**config.mk**
```make
export PLATFORM = sky130hd
export DESIGN_NAME = pipelineController
export DESIGN_NICKNAME = d
export VERILOG_FILES = /design/src/riscvCtrlPkg.sv /design/src/executeControl.sv /design/src/hazardUnit.sv /design/src/instrDecoder.sv /design/src/pipelineController.sv /design/src/resultControl.sv
export SDC_FILE = /design/constraint.sdc
export NUM_CORES = 1
export LEC_CHECK = 0
export ABC_AREA = 1
export ABC_CLOCK_PERIOD_IN_PS = 1600
export BUFFER_PORTS_ARGS = -buffer_cell sky130_fd_sc_hd__clkbuf_2
export CAP_MARGIN = 20
export CORE_ASPECT_RATIO = 0.75
export CORE_MARGIN = 4
export CORE_UTILIZATION = 30
export DETAILED_ROUTE_END_ITERATION = 8
export PLACE_DENSITY = 0.68
export SETUP_SLACK_MARGIN = 0.15
export SKIP_LAST_GASP = 1
export SLEW_MARGIN = 25
export SYNTH_ARGS = -nofsm -noshare
export SYNTH_HDL_FRONTEND = slang
export SYNTH_SLANG_ARGS = --single-unit
```
**constraint.sdc**
```tcl
create_clock -name clk -period 1.6 [get_ports clk]
set_input_delay 0.08 -clock clk [delete_from_list [all_inputs] [get_ports clk]]
set_output_delay 0.08 -clock clk [all_outputs]
set_load 0.05 [all_outputs]
```
**src/riscvCtrlPkg.sv**
```systemverilog
//////////////////////////////////////////////////////////////////////
// Shared encodings and control structs for the RV32I pipeline
// controller. Every control block imports this package for opcodes,
// funct3 codes, ALU and result selects and the per-stage bundles.
//////////////////////////////////////////////////////////////////////

package riscvCtrlPkg;

    // Major opcodes of the supported subset
    localparam logic [6:0] opLoad     = 7'b0000011;
    localparam logic [6:0] opStore    = 7'b0100011;
    localparam logic [6:0] opRtype    = 7'b0110011;
    localparam logic [6:0] opBranch   = 7'b1100011;
    localparam logic [6:0] opItypeAlu = 7'b0010011;
    localparam logic [6:0] opJal      = 7'b1101111;
    localparam logic [6:0] opJalr     = 7'b1100111;
    localparam logic [6:0] opLui      = 7'b0110111;

    // funct3 codes, ALU group
    localparam logic [2:0] f3AddSub = 3'b000;
    localparam logic [2:0] f3Slt    = 3'b010;
    localparam logic [2:0] f3Or     = 3'b110;
    localparam logic [2:0] f3And    = 3'b111;
    // funct3 codes, branch group
    localparam logic [2:0] f3Beq    = 3'b000;
    localparam logic [2:0] f3Bne    = 3'b001;

    // ALU control, zero is add
    localparam logic [2:0] aluAdd = 3'b000;
    localparam logic [2:0] aluSub = 3'b001;
    localparam logic [2:0] aluAnd = 3'b010;
    localparam logic [2:0] aluOr  = 3'b011;
    localparam logic [2:0] aluSlt = 3'b101;

    // Instruction class from the main decoder
    localparam logic [1:0] aluOpMem    = 2'b00;
    localparam logic [1:0] aluOpBranch = 2'b01;
    localparam logic [1:0] aluOpFunct  = 2'b10;

    // Immediate formats seen by the external immediate generator
    localparam logic [2:0] immI = 3'b000;
    localparam logic [2:0] immS = 3'b001;
    localparam logic [2:0] immB = 3'b010;
    localparam logic [2:0] immJ = 3'b011;
    localparam logic [2:0] immU = 3'b100;

    // Writeback result mux
    localparam logic [1:0] resAlu     = 2'b00;
    localparam logic [1:0] resMem     = 2'b01;
    localparam logic [1:0] resPcPlus4 = 2'b10;
    localparam logic [1:0] resImm     = 2'b11;

    // Operand forwarding mux in execute
    localparam logic [1:0] fwdNone = 2'b00;
    localparam logic [1:0] fwdWb   = 2'b01;
    localparam logic [1:0] fwdMem  = 2'b10;

    typedef logic [4:0] regAddr_t;

    // Everything decode hands to execute, 14 bits
    typedef struct packed {
        logic       regWrite;
        logic [2:0] immSrc;
        logic       aluSrc;
        logic       memWrite;
        logic [1:0] resultSrc;
        logic       branch;
        logic       branchNe;   // bne, inverts zero
        logic       jump;
        logic [2:0] aluControl;
    } decodeCtrl_t;

    // Left after execute
    typedef struct packed {
        logic       regWrite;
        logic       memWrite;
        logic [1:0] resultSrc;
    } memCtrl_t;

    // Left after memory
    typedef struct packed {
        logic       regWrite;
        logic [1:0] resultSrc;
    } wbCtrl_t;

endpackage

```
**src/executeControl.sv**
```systemverilog
//////////////////////////////////////////////////////////////////////
// Execute-stage control register and branch resolution. Loads the
// decode bundle every edge, zeroed by reset or flushE. pcSrcE is
// combinational from the register and the ALU zero flag.
//////////////////////////////////////////////////////////////////////

module executeControl (
    input  logic                      clk,
    input  logic                      reset,
    input  logic                      flushE_i,
    input  riscvCtrlPkg::decodeCtrl_t decodeCtrlD_i,
    input  logic                      zeroE_i,
    output logic [2:0]                aluControlE_o,
    output logic                      aluSrcE_o,
    output logic [1:0]                resultSrcE_o,
    output logic                      pcSrcE_o,
    output riscvCtrlPkg::memCtrl_t    memCtrlE_o
);
    import riscvCtrlPkg::*;

    decodeCtrl_t decodeCtrlE;
    logic        branchTaken;

    // Flush turns the slot into a bubble
    always_ff @(posedge clk) begin
        if (reset || flushE_i) begin
            decodeCtrlE <= '0;
        end else begin
            decodeCtrlE <= decodeCtrlD_i;
        end
    end

    // ALU side
    assign aluControlE_o = decodeCtrlE.aluControl;
    assign aluSrcE_o     = decodeCtrlE.aluSrc;

    // Hazard unit watches this for loads
    assign resultSrcE_o = decodeCtrlE.resultSrc;

    // beq takes on zero, bne on nonzero
    assign branchTaken = decodeCtrlE.branch & (zeroE_i ^ decodeCtrlE.branchNe);
    assign pcSrcE_o    = branchTaken | decodeCtrlE.jump;

    // What the later stages still need
    assign memCtrlE_o.regWrite  = decodeCtrlE.regWrite;
    assign memCtrlE_o.memWrite  = decodeCtrlE.memWrite;
    assign memCtrlE_o.resultSrc = decodeCtrlE.resultSrc;

    // Decoder never marks one instruction as both branch and jump
    branchJumpExclusive: assert property (
        @(posedge clk) disable iff (reset)
        !(decodeCtrlE.branch && decodeCtrlE.jump)
    ) else $error("branch and jump both set in execute register");

    // A bne needs branch set as well
    branchNeOnlyOnBranch: assert property (
        @(posedge clk) disable iff (reset)
        decodeCtrlE.branchNe |-> decodeCtrlE.branch
    ) else $error("branchNe set without branch in execute register");

endmodule

```
**src/hazardUnit.sv**
```systemverilog
//////////////////////////////////////////////////////////////////////
// Hazard unit. Combinational forwarding selects for both execute
// operands, load-use stall toward fetch and decode, and the flushes
// for taken branches, jumps and the stall bubble.
//////////////////////////////////////////////////////////////////////

module hazardUnit (
    input  riscvCtrlPkg::regAddr_t rs1D_i,
    input  riscvCtrlPkg::regAddr_t rs2D_i,
    input  riscvCtrlPkg::regAddr_t rs1E_i,
    input  riscvCtrlPkg::regAddr_t rs2E_i,
    input  riscvCtrlPkg::regAddr_t rdE_i,
    input  riscvCtrlPkg::regAddr_t rdM_i,
    input  riscvCtrlPkg::regAddr_t rdW_i,
    input  logic [1:0]             resultSrcE_i,
    input  logic                   pcSrcE_i,
    input  logic                   regWriteM_i,
    input  logic                   regWriteW_i,
    output logic [1:0]             forwardAE_o,
    output logic [1:0]             forwardBE_o,
    output logic                   stallF_o,
    output logic                   stallD_o,
    output logic                   flushD_o,
    output logic                   flushE_o
);
    import riscvCtrlPkg::*;

    logic lwStall;
    logic loadInE;

    // Memory stage wins over writeback; x0 never forwards
    function automatic logic [1:0] fwdSelect(input regAddr_t rsE);
        logic [1:0] sel;
        sel = fwdNone;
        if ((rsE != '0) && regWriteM_i && (rsE == rdM_i)) begin
            sel = fwdMem;
        end else if ((rsE != '0) && regWriteW_i && (rsE == rdW_i)) begin
            sel = fwdWb;
        end
        return sel;
    endfunction

    assign forwardAE_o = fwdSelect(rs1E_i);
    assign forwardBE_o = fwdSelect(rs2E_i);

    // Load in execute, data not ready until after memory
    assign loadInE = (resultSrcE_i == resMem);

    always_comb begin
        lwStall  = loadInE && (rdE_i != '0) && ((rs1D_i == rdE_i) || (rs2D_i == rdE_i));
        stallF_o = lwStall;
        stallD_o = lwStall;
        // Redirect kills decode; stall or redirect kills execute
        flushD_o = pcSrcE_i;
        flushE_o = lwStall | pcSrcE_i;
        // Loaded register not taken from memory while stalling on it
        if (lwStall) begin
            assert (!((forwardAE_o == fwdMem) && (rs1E_i == rdE_i)) &&
                    !((forwardBE_o == fwdMem) && (rs2E_i == rdE_i)))
                else $error("load-use stall while loaded register forwards from memory");
        end
    end

endmodule

```
**src/instrDecoder.sv**
```systemverilog
//////////////////////////////////////////////////////////////////////
// Decode-stage control. Main decoder on the opcode plus ALU decoder
// on class and funct3; the result feeds the execute register.
// Unsupported encodings come out as an all-zero bubble.
//////////////////////////////////////////////////////////////////////

module instrDecoder (
    input  logic [6:0]                op_i,
    input  logic [2:0]                funct3_i,
    input  logic                      funct7b5_i,
    output riscvCtrlPkg::decodeCtrl_t decodeCtrl_o
);
    import riscvCtrlPkg::*;

    decodeCtrl_t mainCtrl;
    logic [1:0]  aluOp;
    logic        opKnown;
    logic [2:0]  aluControl;
    logic        branchNe;
    logic        funct3Known;
    logic        rtypeSub;

    // Only R-type uses funct7[5] for subtract; addi keeps imm bit 10
    assign rtypeSub = funct7b5_i & op_i[5];

    // Main decoder
    always_comb begin
        mainCtrl = '0;
        aluOp    = aluOpMem;
        opKnown  = 1'b1;
        case (op_i)
            opLoad: begin
                mainCtrl.regWrite  = 1'b1;
                mainCtrl.immSrc    = immI;
                mainCtrl.aluSrc    = 1'b1;
                mainCtrl.resultSrc = resMem;
            end
            opStore: begin
                mainCtrl.immSrc   = immS;
                mainCtrl.aluSrc   = 1'b1;
                mainCtrl.memWrite = 1'b1;
            end
            opRtype: begin
                mainCtrl.regWrite = 1'b1;
                aluOp             = aluOpFunct;
            end
            opBranch: begin
                mainCtrl.immSrc = immB;
                mainCtrl.branch = 1'b1;
                aluOp           = aluOpBranch;
            end
            opItypeAlu: begin
                mainCtrl.regWrite = 1'b1;
                mainCtrl.immSrc   = immI;
                mainCtrl.aluSrc   = 1'b1;
                aluOp             = aluOpFunct;
            end
            opJal: begin
                mainCtrl.regWrite  = 1'b1;
                mainCtrl.immSrc    = immJ;
                mainCtrl.resultSrc = resPcPlus4;
                mainCtrl.jump      = 1'b1;
            end
            opJalr: begin
                // Target is rs1 + imm through the ALU
                mainCtrl.regWrite  = 1'b1;
                mainCtrl.immSrc    = immI;
                mainCtrl.aluSrc    = 1'b1;
                mainCtrl.resultSrc = resPcPlus4;
                mainCtrl.jump      = 1'b1;
            end
            opLui: begin
                mainCtrl.regWrite  = 1'b1;
                mainCtrl.immSrc    = immU;
                mainCtrl.resultSrc = resImm;
            end
            default: opKnown = 1'b0;
        endcase
    end

    // ALU decoder, also picks beq/bne
    always_comb begin
        aluControl  = aluAdd;
        branchNe    = 1'b0;
        funct3Known = 1'b1;
        case (aluOp)
            aluOpMem: aluControl = aluAdd;
            aluOpBranch: begin
                // Compare by subtract, zero flag decides
                aluControl = aluSub;
                case (funct3_i)
                    f3Beq:   branchNe    = 1'b0;
                    f3Bne:   branchNe    = 1'b1;
                    default: funct3Known = 1'b0;
                endcase
            end
            aluOpFunct: begin
                case (funct3_i)
                    f3AddSub: aluControl  = rtypeSub ? aluSub : aluAdd;
                    f3Slt:    aluControl  = aluSlt;
                    f3Or:     aluControl  = aluOr;
                    f3And:    aluControl  = aluAnd;
                    default:  funct3Known = 1'b0;
                endcase
            end
            default: funct3Known = 1'b0;
        endcase
    end

    // Merge; anything unknown becomes a bubble
    always_comb begin
        decodeCtrl_o = '0;
        if (opKnown && funct3Known) begin
            decodeCtrl_o            = mainCtrl;
            decodeCtrl_o.branchNe   = branchNe;
            decodeCtrl_o.aluControl = aluControl;
        end
    end

endmodule

```
**src/pipelineController.sv**
```systemverilog
//////////////////////////////////////////////////////////////////////
// Top of the pipeline control half. Wires the decoder, execute,
// memory/writeback and hazard blocks; the datapath sits outside
// and drives opcode fields, zero flag and register numbers.
//////////////////////////////////////////////////////////////////////

module pipelineController (
    input  logic                   clk,
    input  logic                   reset,
    input  logic [6:0]             op_i,
    input  logic [2:0]             funct3_i,
    input  logic                   funct7b5_i,
    input  logic                   zeroE_i,
    input  riscvCtrlPkg::regAddr_t rs1D_i,
    input  riscvCtrlPkg::regAddr_t rs2D_i,
    input  riscvCtrlPkg::regAddr_t rs1E_i,
    input  riscvCtrlPkg::regAddr_t rs2E_i,
    input  riscvCtrlPkg::regAddr_t rdE_i,
    input  riscvCtrlPkg::regAddr_t rdM_i,
    input  riscvCtrlPkg::regAddr_t rdW_i,
    output logic                   stallF_o,
    output logic                   stallD_o,
    output logic                   flushD_o,
    output logic [2:0]             immSrcD_o,
    output logic                   pcSrcE_o,
    output logic [2:0]             aluControlE_o,
    output logic                   aluSrcE_o,
    output logic [1:0]             forwardAE_o,
    output logic [1:0]             forwardBE_o,
    output logic                   memWriteM_o,
    output logic                   regWriteW_o,
    output logic [1:0]             resultSrcM_o,
    output logic [1:0]             resultSrcW_o
);
    import riscvCtrlPkg::*;

    decodeCtrl_t decodeCtrlD;
    memCtrl_t    memCtrlE;
    logic [1:0]  resultSrcE;
    logic        regWriteM;
    logic        flushE;

    // Decode
    instrDecoder uDecoder (
        .op_i         (op_i),
        .funct3_i     (funct3_i),
        .funct7b5_i   (funct7b5_i),
        .decodeCtrl_o (decodeCtrlD)
    );

    // Immediate format goes straight to the datapath
    assign immSrcD_o = decodeCtrlD.immSrc;

    // Execute
    executeControl uExecute (
        .clk           (clk),
        .reset         (reset),
        .flushE_i      (flushE),
        .decodeCtrlD_i (decodeCtrlD),
        .zeroE_i       (zeroE_i),
        .aluControlE_o (aluControlE_o),
        .aluSrcE_o     (aluSrcE_o),
        .resultSrcE_o  (resultSrcE),
        .pcSrcE_o      (pcSrcE_o),
        .memCtrlE_o    (memCtrlE)
    );

    // Memory and writeback
    resultControl uResult (
        .clk          (clk),
        .reset        (reset),
        .memCtrlE_i   (memCtrlE),
        .memWriteM_o  (memWriteM_o),
        .resultSrcM_o (resultSrcM_o),
        .regWriteM_o  (regWriteM),
        .regWriteW_o  (regWriteW_o),
        .resultSrcW_o (resultSrcW_o)
    );

    // Forwarding, stall, flush
    hazardUnit uHazard (
        .rs1D_i       (rs1D_i),
        .rs2D_i       (rs2D_i),
        .rs1E_i       (rs1E_i),
        .rs2E_i       (rs2E_i),
        .rdE_i        (rdE_i),
        .rdM_i        (rdM_i),
        .rdW_i        (rdW_i),
        .resultSrcE_i (resultSrcE),
        .pcSrcE_i     (pcSrcE_o),
        .regWriteM_i  (regWriteM),
        .regWriteW_i  (regWriteW_o),
        .forwardAE_o  (forwardAE_o),
        .forwardBE_o  (forwardBE_o),
        .stallF_o     (stallF_o),
        .stallD_o     (stallD_o),
        .flushD_o     (flushD_o),
        .flushE_o     (flushE)
    );

endmodule

```
**src/resultControl.sv**
```systemverilog
//////////////////////////////////////////////////////////////////////
// Memory and writeback control registers. Move the leftover
// controls one stage per edge; neither stage is stalled or flushed.
//////////////////////////////////////////////////////////////////////

module resultControl (
    input  logic                   clk,
    input  logic                   reset,
    input  riscvCtrlPkg::memCtrl_t memCtrlE_i,
    output logic                   memWriteM_o,
    output logic [1:0]             resultSrcM_o,
    output logic                   regWriteM_o,
    output logic                   regWriteW_o,
    output logic [1:0]             resultSrcW_o
);
    import riscvCtrlPkg::*;

    memCtrl_t memCtrlM;
    wbCtrl_t  wbCtrlW;

    // Memory stage
    always_ff @(posedge clk) begin
        if (reset) begin
            memCtrlM <= '0;
        end else begin
            memCtrlM <= memCtrlE_i;
        end
    end

    // Writeback stage, memWrite is dropped here
    always_ff @(posedge clk) begin
        if (reset) begin
            wbCtrlW <= '0;
        end else begin
            wbCtrlW.regWrite  <= memCtrlM.regWrite;
            wbCtrlW.resultSrc <= memCtrlM.resultSrc;
        end
    end

    assign memWriteM_o  = memCtrlM.memWrite;
    assign resultSrcM_o = memCtrlM.resultSrc;
    assign regWriteM_o  = memCtrlM.regWrite;
    assign regWriteW_o  = wbCtrlW.regWrite;
    assign resultSrcW_o = wbCtrlW.resultSrc;

    // Stores never write the register file
    storeNoRegWrite: assert property (
        @(posedge clk) disable iff (reset)
        !(memCtrlM.memWrite && memCtrlM.regWrite)
    ) else $error("memWrite and regWrite both set in memory stage");

endmodule

```
==> metrics list, run 1 <==
* Commonest cells in the synthesized netlist: sky130_fd_sc_hd__nand2_1, sky130_fd_sc_hd__inv_1, sky130_fd_sc_hd__nor2_1
- At the end of routability-driven placement, the weighted congestion stood at 0.832.
- In this run the cell area of the synthesized design comes to between 1000 and 1500 um^2.
- Number of diodes added for antenna fixing: 0
- Length in cells of the worst reg-to-reg path: 5
* Die Footprint: 6100 um^2
- The final layout contains routed wiring with a total length of 3930 um.
- Timing endpoint of the critical path: immSrcD_o[2]
- Std-Cell Rows: 21
* Total half-perimeter wirelength after legalization and detailed placement: between 3000 and 4000 um
- Post-DR vias/cell: about 4.5
- Sequential elements use 24.5% of the synthesized area.
- Critical Path End Type: primary output
* Highest net fanout along the worst path: 5
* Shortest clock period the worst path allows after layout: 1.59 ns
* Number of pins with negative max-slew slack in the final report: 0
* Clock tree from TritonCTS: yes
* Warning count from the yosys run: 0
- The internal power of the cells totals 788 uW.
- Number of buffer cells added on primary ports: 69
- Count of different cell masters after synthesis: 29
- Cell at the root of the clock tree: sky130_fd_sc_hd__clkbuf_8
- Boundary pin count: 70
- Worst min path class: in2reg
* Flop pwr share: 41.4%
- Counting flops with an async set or reset pin after synthesis yields a share of 0%.
- Yosys mapped a number of flops with a built-in enable equal to 0.
- Area growth from synthesis to layout: 55.1%
- Nature of the critical path startpoint: input pin
- Run status: finished, final reports clean
- The final route contains 1698 vias.
* Total power: 1.08 mW
- Clock latency on the worst-skew pair, taken at its later pin, is 0.25 ns.
* Post-Syn Instances: 239
* PD cells: 475 nW/um^2
- The final-report hold violation count came to 0.
- RSZ-0062 raised after global routing: yes
* Via count of the first global-routing pass: 1548
* Crit path from: op_i[1]
- The clock net in this run drives a total of 18 sinks.
* Area share of the largest cell type after synthesis: 24.5%
- Library cell with the highest instance count after synthesis: sky130_fd_sc_hd__nand2_1
- Max-Slew Margin vs Limit: about four fifths
- Across every metal layer, demand over resource in global routing totals 12.7%.
* Data required time at the worst endpoint: about 1.5 ns
- Critical register-to-register path startpoint: uExecute.decodeCtrlE[4]$_SDFF_PP0_
- Entering global routing, the biggest net connects 12 pins.
- Worst hold slack: 0.0938 ns
* Total overflow reported by the global router: 0
- For this configuration, the core starts out at a cell density of around a third.
* Count of final setup violators: 0
* First drt pass iteration count: 4
- Main flop type after synthesis: sky130_fd_sc_hd__dfxtp_1
* Ranking of synthesized cells by area: sky130_fd_sc_hd__dfxtp_1, sky130_fd_sc_hd__nand2_1, sky130_fd_sc_hd__inv_1, sky130_fd_sc_hd__nor2_1, sky130_fd_sc_hd__nor3_2
* Average wire per standard cell: approximately 10 um
* DRC errors left: 0
- The setup check on the worst reg-to-reg path leaves a slack of 0.41 ns.
* MaxCap Viol Count: 0
- After detailed placement, the total cell area comes to 2110 um^2.
* Number of antenna violations at the first check in global routing: 0
- In this run, synthesis produced a sequential element count of 18.
- Standby leakage power: 1.18 nW
- Counting along the longest clock path gives a buffer depth of 2.
* Net load switching power: between 200 and 300 uW
* Net count, final: 378
* Actual transition at the worst max-transition pin: 0.311 ns
- Final setup skew: 0.000630 ns
* Net count after synthesis: 292
- Portion of total power attributed to the clock network: about a third
- Static timing analysis puts the maximum clock frequency at 627 MHz.
* Post-Synthesis Mean Instance Area: slightly above 6 um^2
* Worst Setup Path Type: in2out
- Vertical extent of the die: 68.6 um
- Of the cells placed in the final design, the portion with a size suffix greater than 1 is between 40% and 50%.
- The filler cells instantiated in the layout total 480.
- Core ar.: roughly 4600 um^2
- Detailed Route Iter0 Violations: 29
- H-tree depth: 1
- In this run, CTS created clock tree buffers numbering 3.
- sky130_fd_sc_hd__dfxtp_1 takes more of the synthesized area than any other cell.
* Wire length of the first global-routing pass: roughly 6200 um
* Residual antenna-violating net count after detailed routing: 0
- The worst register-to-register path ends at uExecute.aluSrcE_o$_SDFF_PP0_.
- Clock Pin Slew Worst Setup and Hold Paths: ~0.06 ns
- Combinational cells account for approximately 25% of the total power.
- Measured along the x axis, the die boundary spans 88.8 um.
- Net switching is 27.2% of the power.
- Design Area, Final: 2280 um^2
- Largest voltage drop on the vdd net: 311 uV
- In the finished design, the share of the clock period the worst path needs comes to between 90 and 100%.
* WP data arrival: 1.51 ns
==> final cells by class <==
type	count	area [um^2]	area share, %
Inverter	44	175	7.68
Tap cell	57	71.3	3.13
Multi-Input combinational cell	169	1040	45.7
Sequential cell	18	363	15.9
Clock buffer	4	55.1	2.41
Timing Repair Buffer	89	574	25.2
==> sequential cells by signal, summed over array words and instances (netlist names) <==
name / flops
uExecute.decodeCtrlE: 3
uResult.regWriteW_o: 1
uExecute.aluSrcE_o: 1
uResult.memWriteM_o: 1
uResult.resultSrcW_o: 2
uExecute.memCtrlE_o: 2
uExecute.resultSrcE_o: 2
uResult.resultSrcM_o: 2
uExecute.aluControlE_o: 3
uResult.regWriteM_o: 1
==> worst min path at each step <==
stage	startpoint	end	slack, ns	cells past startpoint
after floorplan	funct3_i[2]	uExecute.aluControlE_o[1]$_SDFF_PP0_	0.23	2
after global placement	reset	uResult.regWriteW_o$_SDFF_PP0_	0.37	2
after detailed placement	reset	uResult.regWriteW_o$_SDFF_PP0_	0.37	2
after CTS	reset	uResult.regWriteW_o$_SDFF_PP0_	0.1	2
after global routing	reset	uResult.regWriteM_o$_SDFF_PP0_	0.11	2
final	reset	uResult.regWriteM_o$_SDFF_PP0_	0.09	2
==> cell usage in the layout, fill, tap and decap left out, drive strengths merged <==
cell type,n
a21boi,1
a21oi,8
a31oi,1
buf,26
clkbuf,67
dfxtp,18
ha,4
inv,44
nand2,56
nand3,15
nand4,3
nor2,40
nor3,17
o2111ai,3
o211ai,1
o21ai,6
o21bai,1
o22ai,1
or2,3
xnor2,5
xor2,4
==> stage by stage <==
step / setup WS (ns) / cells / utilization, % / setup TNS, ns
2_1_floorplan: -0.126 / 239 / - / -0.126
3_3_place_gp: -0.0516 / 374 / 45.9 / -0.238
3_5_place_dp: -0.110 / 374 / 45.9 / -0.836
4_1_cts: -0.0653 / 380 / 47.9 / -0.0653
5_1_grt: -0.0819 / 381 / 49.6 / -0.122
6_report: 0.00591 / 381 / 49.6 / 0
==> power by group through the flow <==
stage	registers, mW	logic, mW	clock network, mW
after detailed placement	0.458	0.260	0
after global placement	0.458	0.256	0
after CTS	0.448	0.264	0.379
final	0.448	0.273	0.361
after global routing	0.448	0.309	0.392
after floorplan	0.459	0.132	0
==> timing repair <==
action                                  4_1_cts  5_1_grt
endpoints found under the setup margin        5       16
buffers inserted                              2        1
pin swaps                                     3        3
hold buffers                                  0        0
cloned                                        0        0
gates resized for setup                       6       21
==> worst max-delay path, cell delays in order <==
cell                       delay [ns]
sky130_fd_sc_hd__clkbuf_2        0.10
sky130_fd_sc_hd__nand2_4         0.07
sky130_fd_sc_hd__inv_4           0.04
sky130_fd_sc_hd__nand2_4         0.08
sky130_fd_sc_hd__nor2_4          0.05
sky130_fd_sc_hd__nand2_4         0.09
sky130_fd_sc_hd__ha_4            0.15
sky130_fd_sc_hd__inv_4           0.03
sky130_fd_sc_hd__nor3_4          0.11
sky130_fd_sc_hd__nor2_1          0.07
sky130_fd_sc_hd__a21oi_2         0.16
sky130_fd_sc_hd__nand2_4         0.11
sky130_fd_sc_hd__nor3_4          0.21
sky130_fd_sc_hd__buf_12          0.16
==> cells by family after synthesis <==
logic type,share of synthesized area [%]
AND/OR/NAND/NOR,42.6
buffers and inverters,15.1
AO/OA/AOI/OAI,8.94
flip-flops,24.5
XOR/XNOR,5.36
adder cells (fa/ha/maj),3.40
==> per-layer routing <==
layer | share of wire, % | wire length [um] | vias to the layer above | global-route usage (%)
li1 | - | - | 909 | -
met3 | 7.5 | 295 | 4 | 2.73
met1 | 45 | 1780 | 734 | 16.4
met4 | 0.79 | 31 | 0 | 3.02
met5 | 0 | 0 | - | 0
met2 | 46 | 1830 | 51 | 21.8
Note: power is estimated with default switching activity, not from simulation.
==> run 2, diff against run 1 <==
BUFFER_PORTS_ARGS = default   (was -buffer_cell sky130_fd_sc_hd__clkbuf_2)
DONT_BUFFER_PORTS = 1   (was default)
PLACE_DENSITY = 0.54   (was 0.68)
==> run 2 against run 1 <==
Net effect:
- clock-buffer cell count is the same
- routed wire length shrank 4.0%
- non-clock buffer count shrank 60
- combinational power shrank 37%
- critical endpoint is now immSrcD_o[0]
- largest cell class unchanged
- highest routed layer unchanged
==> metrics list, run 2 (synthesized netlist as in run 1, its figures left out) <==
- Run status: finished, final reports clean
* Area growth from synthesis to layout: 35.4%
- Across every metal layer, demand over resource in global routing totals 11.9%.
* Total power: 978 uW
* Effective utilization at floorplan: 32.0%
- The library cell used most frequently in the layout, excluding fill and tap cells, is sky130_fd_sc_hd__nand2_1.
* Gpl congestion: 0.815
- In the final routed layout, each cell accounts on average for around 12 um.
- Data required time at the worst endpoint: 1.52 ns
* Critical path buffers and inverters: 2
- The worst setup path is captured at a primary output.
* Nature of the critical path startpoint: input pin
* Worst Setup Path Type: in2out
- Clock buffer depth: 2
* WP data arrival: 1.39 ns
- The final critical path takes up 92.1% of the cycle.
- Total overflow reported by the global router: 0
- The tool flagged a number of max-cap violations equal to 0.
- Walking the worst path, the cells encountered are nor2_4 > nand2_8 > nor2_4 > nand2_4 > inv_2 > ha_4 > nand2_2 > a21oi_2 > nand2_4 > a21oi_4 > buf_12.
* Max-Slew Margin vs Limit: 65.7%
- PD cells: 491 nW/um^2
* Via count of the first global-routing pass: 1336
- The first global-routing pass estimated 5820 um of wire.
- The smallest clock period supported by the final layout is computed as roughly 1.5 ns.
- Cell with the biggest individual delay on the critical path: sky130_fd_sc_hd__a21oi_2
* Insertion delay of the later-clocked pin in the worst-skew pair: 0.25 ns
- Residual antenna-violating net count after detailed routing: 0
- Count of final setup violators: 0
- Worst hold slack: 0.0237 ns
* Core ar.: about 4600 um^2
- For this run, the number of standard cells in the final layout without fillers is 321.
- Highest net fanout along the worst path: 5
* Worst min path class: in2reg
- Std-Cell Rows: 21
- For this design the static power due to leakage is roughly 0.92 nW.
- The routed layout has 1454 vias.
- For this run, the top clock speed supported by timing is 679 MHz.
- The number of antenna diodes in the final layout is 0.
- Cell at the root of the clock tree: sky130_fd_sc_hd__clkbuf_8
- In this run, CTS created clock tree buffers numbering 3.
- Vertical extent of the die: 68.6 um
* Placed insts: 302
- For this block, the initial DRC count from the detailed router was 53.
- Number of endpoints with negative hold slack in the final report: 0
- The die covers 6100 um^2.
- In this run the number of H-tree levels came out at 1.
- Clock tree from TritonCTS: yes
- Boundary pin count: 70
- For the pin with the worst max-slew slack, the measured transition is roughly 0.51 ns.
- Total half-perimeter wirelength after legalization and detailed placement: approximately 3100 um
- Number of clock sinks seen by CTS: 18
* Share of cells above drive strength 1: approximately 28%
- The clock arrives with about 0.0011 ns of skew.
* Largest voltage drop on the vdd net: 392 uV
* Number of pins with negative max-slew slack in the final report: 0
* First drt pass iteration count: 4
- In this run the horizontal extent of the chip is roughly 89 um.
* Number of buffer cells added on primary ports: 0
* Maximum number of pins on one net before global-route repair: 12
* Worst Setup Slack, final: about 0.13 ns
* RSZ-0062 raised after global routing: yes
* Commonest non-fill, non-tap cells in the layout: sky130_fd_sc_hd__nand2_1, sky130_fd_sc_hd__inv_1, sky130_fd_sc_hd__nor2_1
* Worst path max stage delay: 0.18 ns
* DRC errors left: 0
- Clock Pin Slew Worst Setup and Hold Paths: 0.06 ns
- Wirelength, routed: between 3000 and 4000 um
- Cell type group with the largest total delay on the critical path: simple AND/OR/NAND/NOR gates
- At the end of the flow, the number of nets in the layout was 318.
- Using the TritonRoute via totals, the vias-per-cell ratio works out to between 4 and 5.
- Pre-CTS setup slack: 0.0165 ns
* Number of antenna violations at the first check in global routing: 0
-- run 2: power by group --
part           internal [mW]  total (mW)  leakage, nW  switching (mW)
registers              0.448       0.449        0.145        0.000371
clock network          0.218       0.356       0.0288           0.138
logic                 0.0771       0.173        0.746          0.0959
total                  0.743       0.978        0.920           0.234
-- run 2: path summary, 6_finish.rpt --
kind	start	to	slack, ns	cells past startpoint
max reg2reg	uExecute.decodeCtrlE[4]$_SDFF_PP0_	uExecute.memCtrlE_o[2]$_SDFF_PP0_	0.40	5
min	funct3_i[0]	uExecute.aluControlE_o[2]$_SDFF_PP0_	0.02	3
max	op_i[2]	immSrcD_o[0]	0.13	11
min reg2reg	uExecute.memCtrlE_o[2]$_SDFF_PP0_	uResult.memWriteM_o$_SDFF_PP0_	0.41	2
-- run 2: layout make-up --
class,count,area (um^2)
multi-input combinational,169,1070
tap,57,71.3
timing repair buffer,29,264
fill,477,2610
clock buffer,4,55.1
inverter,44,173
sequential,18,362
-- run 2: per-layer routing --
layer	up-vias	GRT usage, %	routed length, um
li1	785	-	-
met1	618	17.2	1720
met2	49	17.3	1630
met3	2	4.28	422
met4	0	1.13	6
met5	-	0	0
-- run 2: worst min-delay path, stage by stage --
cell                      delay [ns]
sky130_fd_sc_hd__nor2_1         0.03
sky130_fd_sc_hd__nand2_1        0.07
sky130_fd_sc_hd__nor3_1         0.05
-- run 2: timing repair --
action	in CTS	in global routing
cloned	0	0
gates resized for setup	5	12
setup buffers	8	5
hold buffers	2	0
hold endpoints to repair	8	0
pin swaps	5	6
setup endpoints to repair	3	10
-- run 2: stage by stage --
step	util, %	setup TNS [ns]	instance area, um^2
3_3_place_gp	37.7	0	1730
5_1_grt	43.3	0	1990
2_1_floorplan	-	-0.126	1590
3_5_place_dp	37.7	0	1730
6_report	43.3	0	1990
4_1_cts	41.1	0	1890
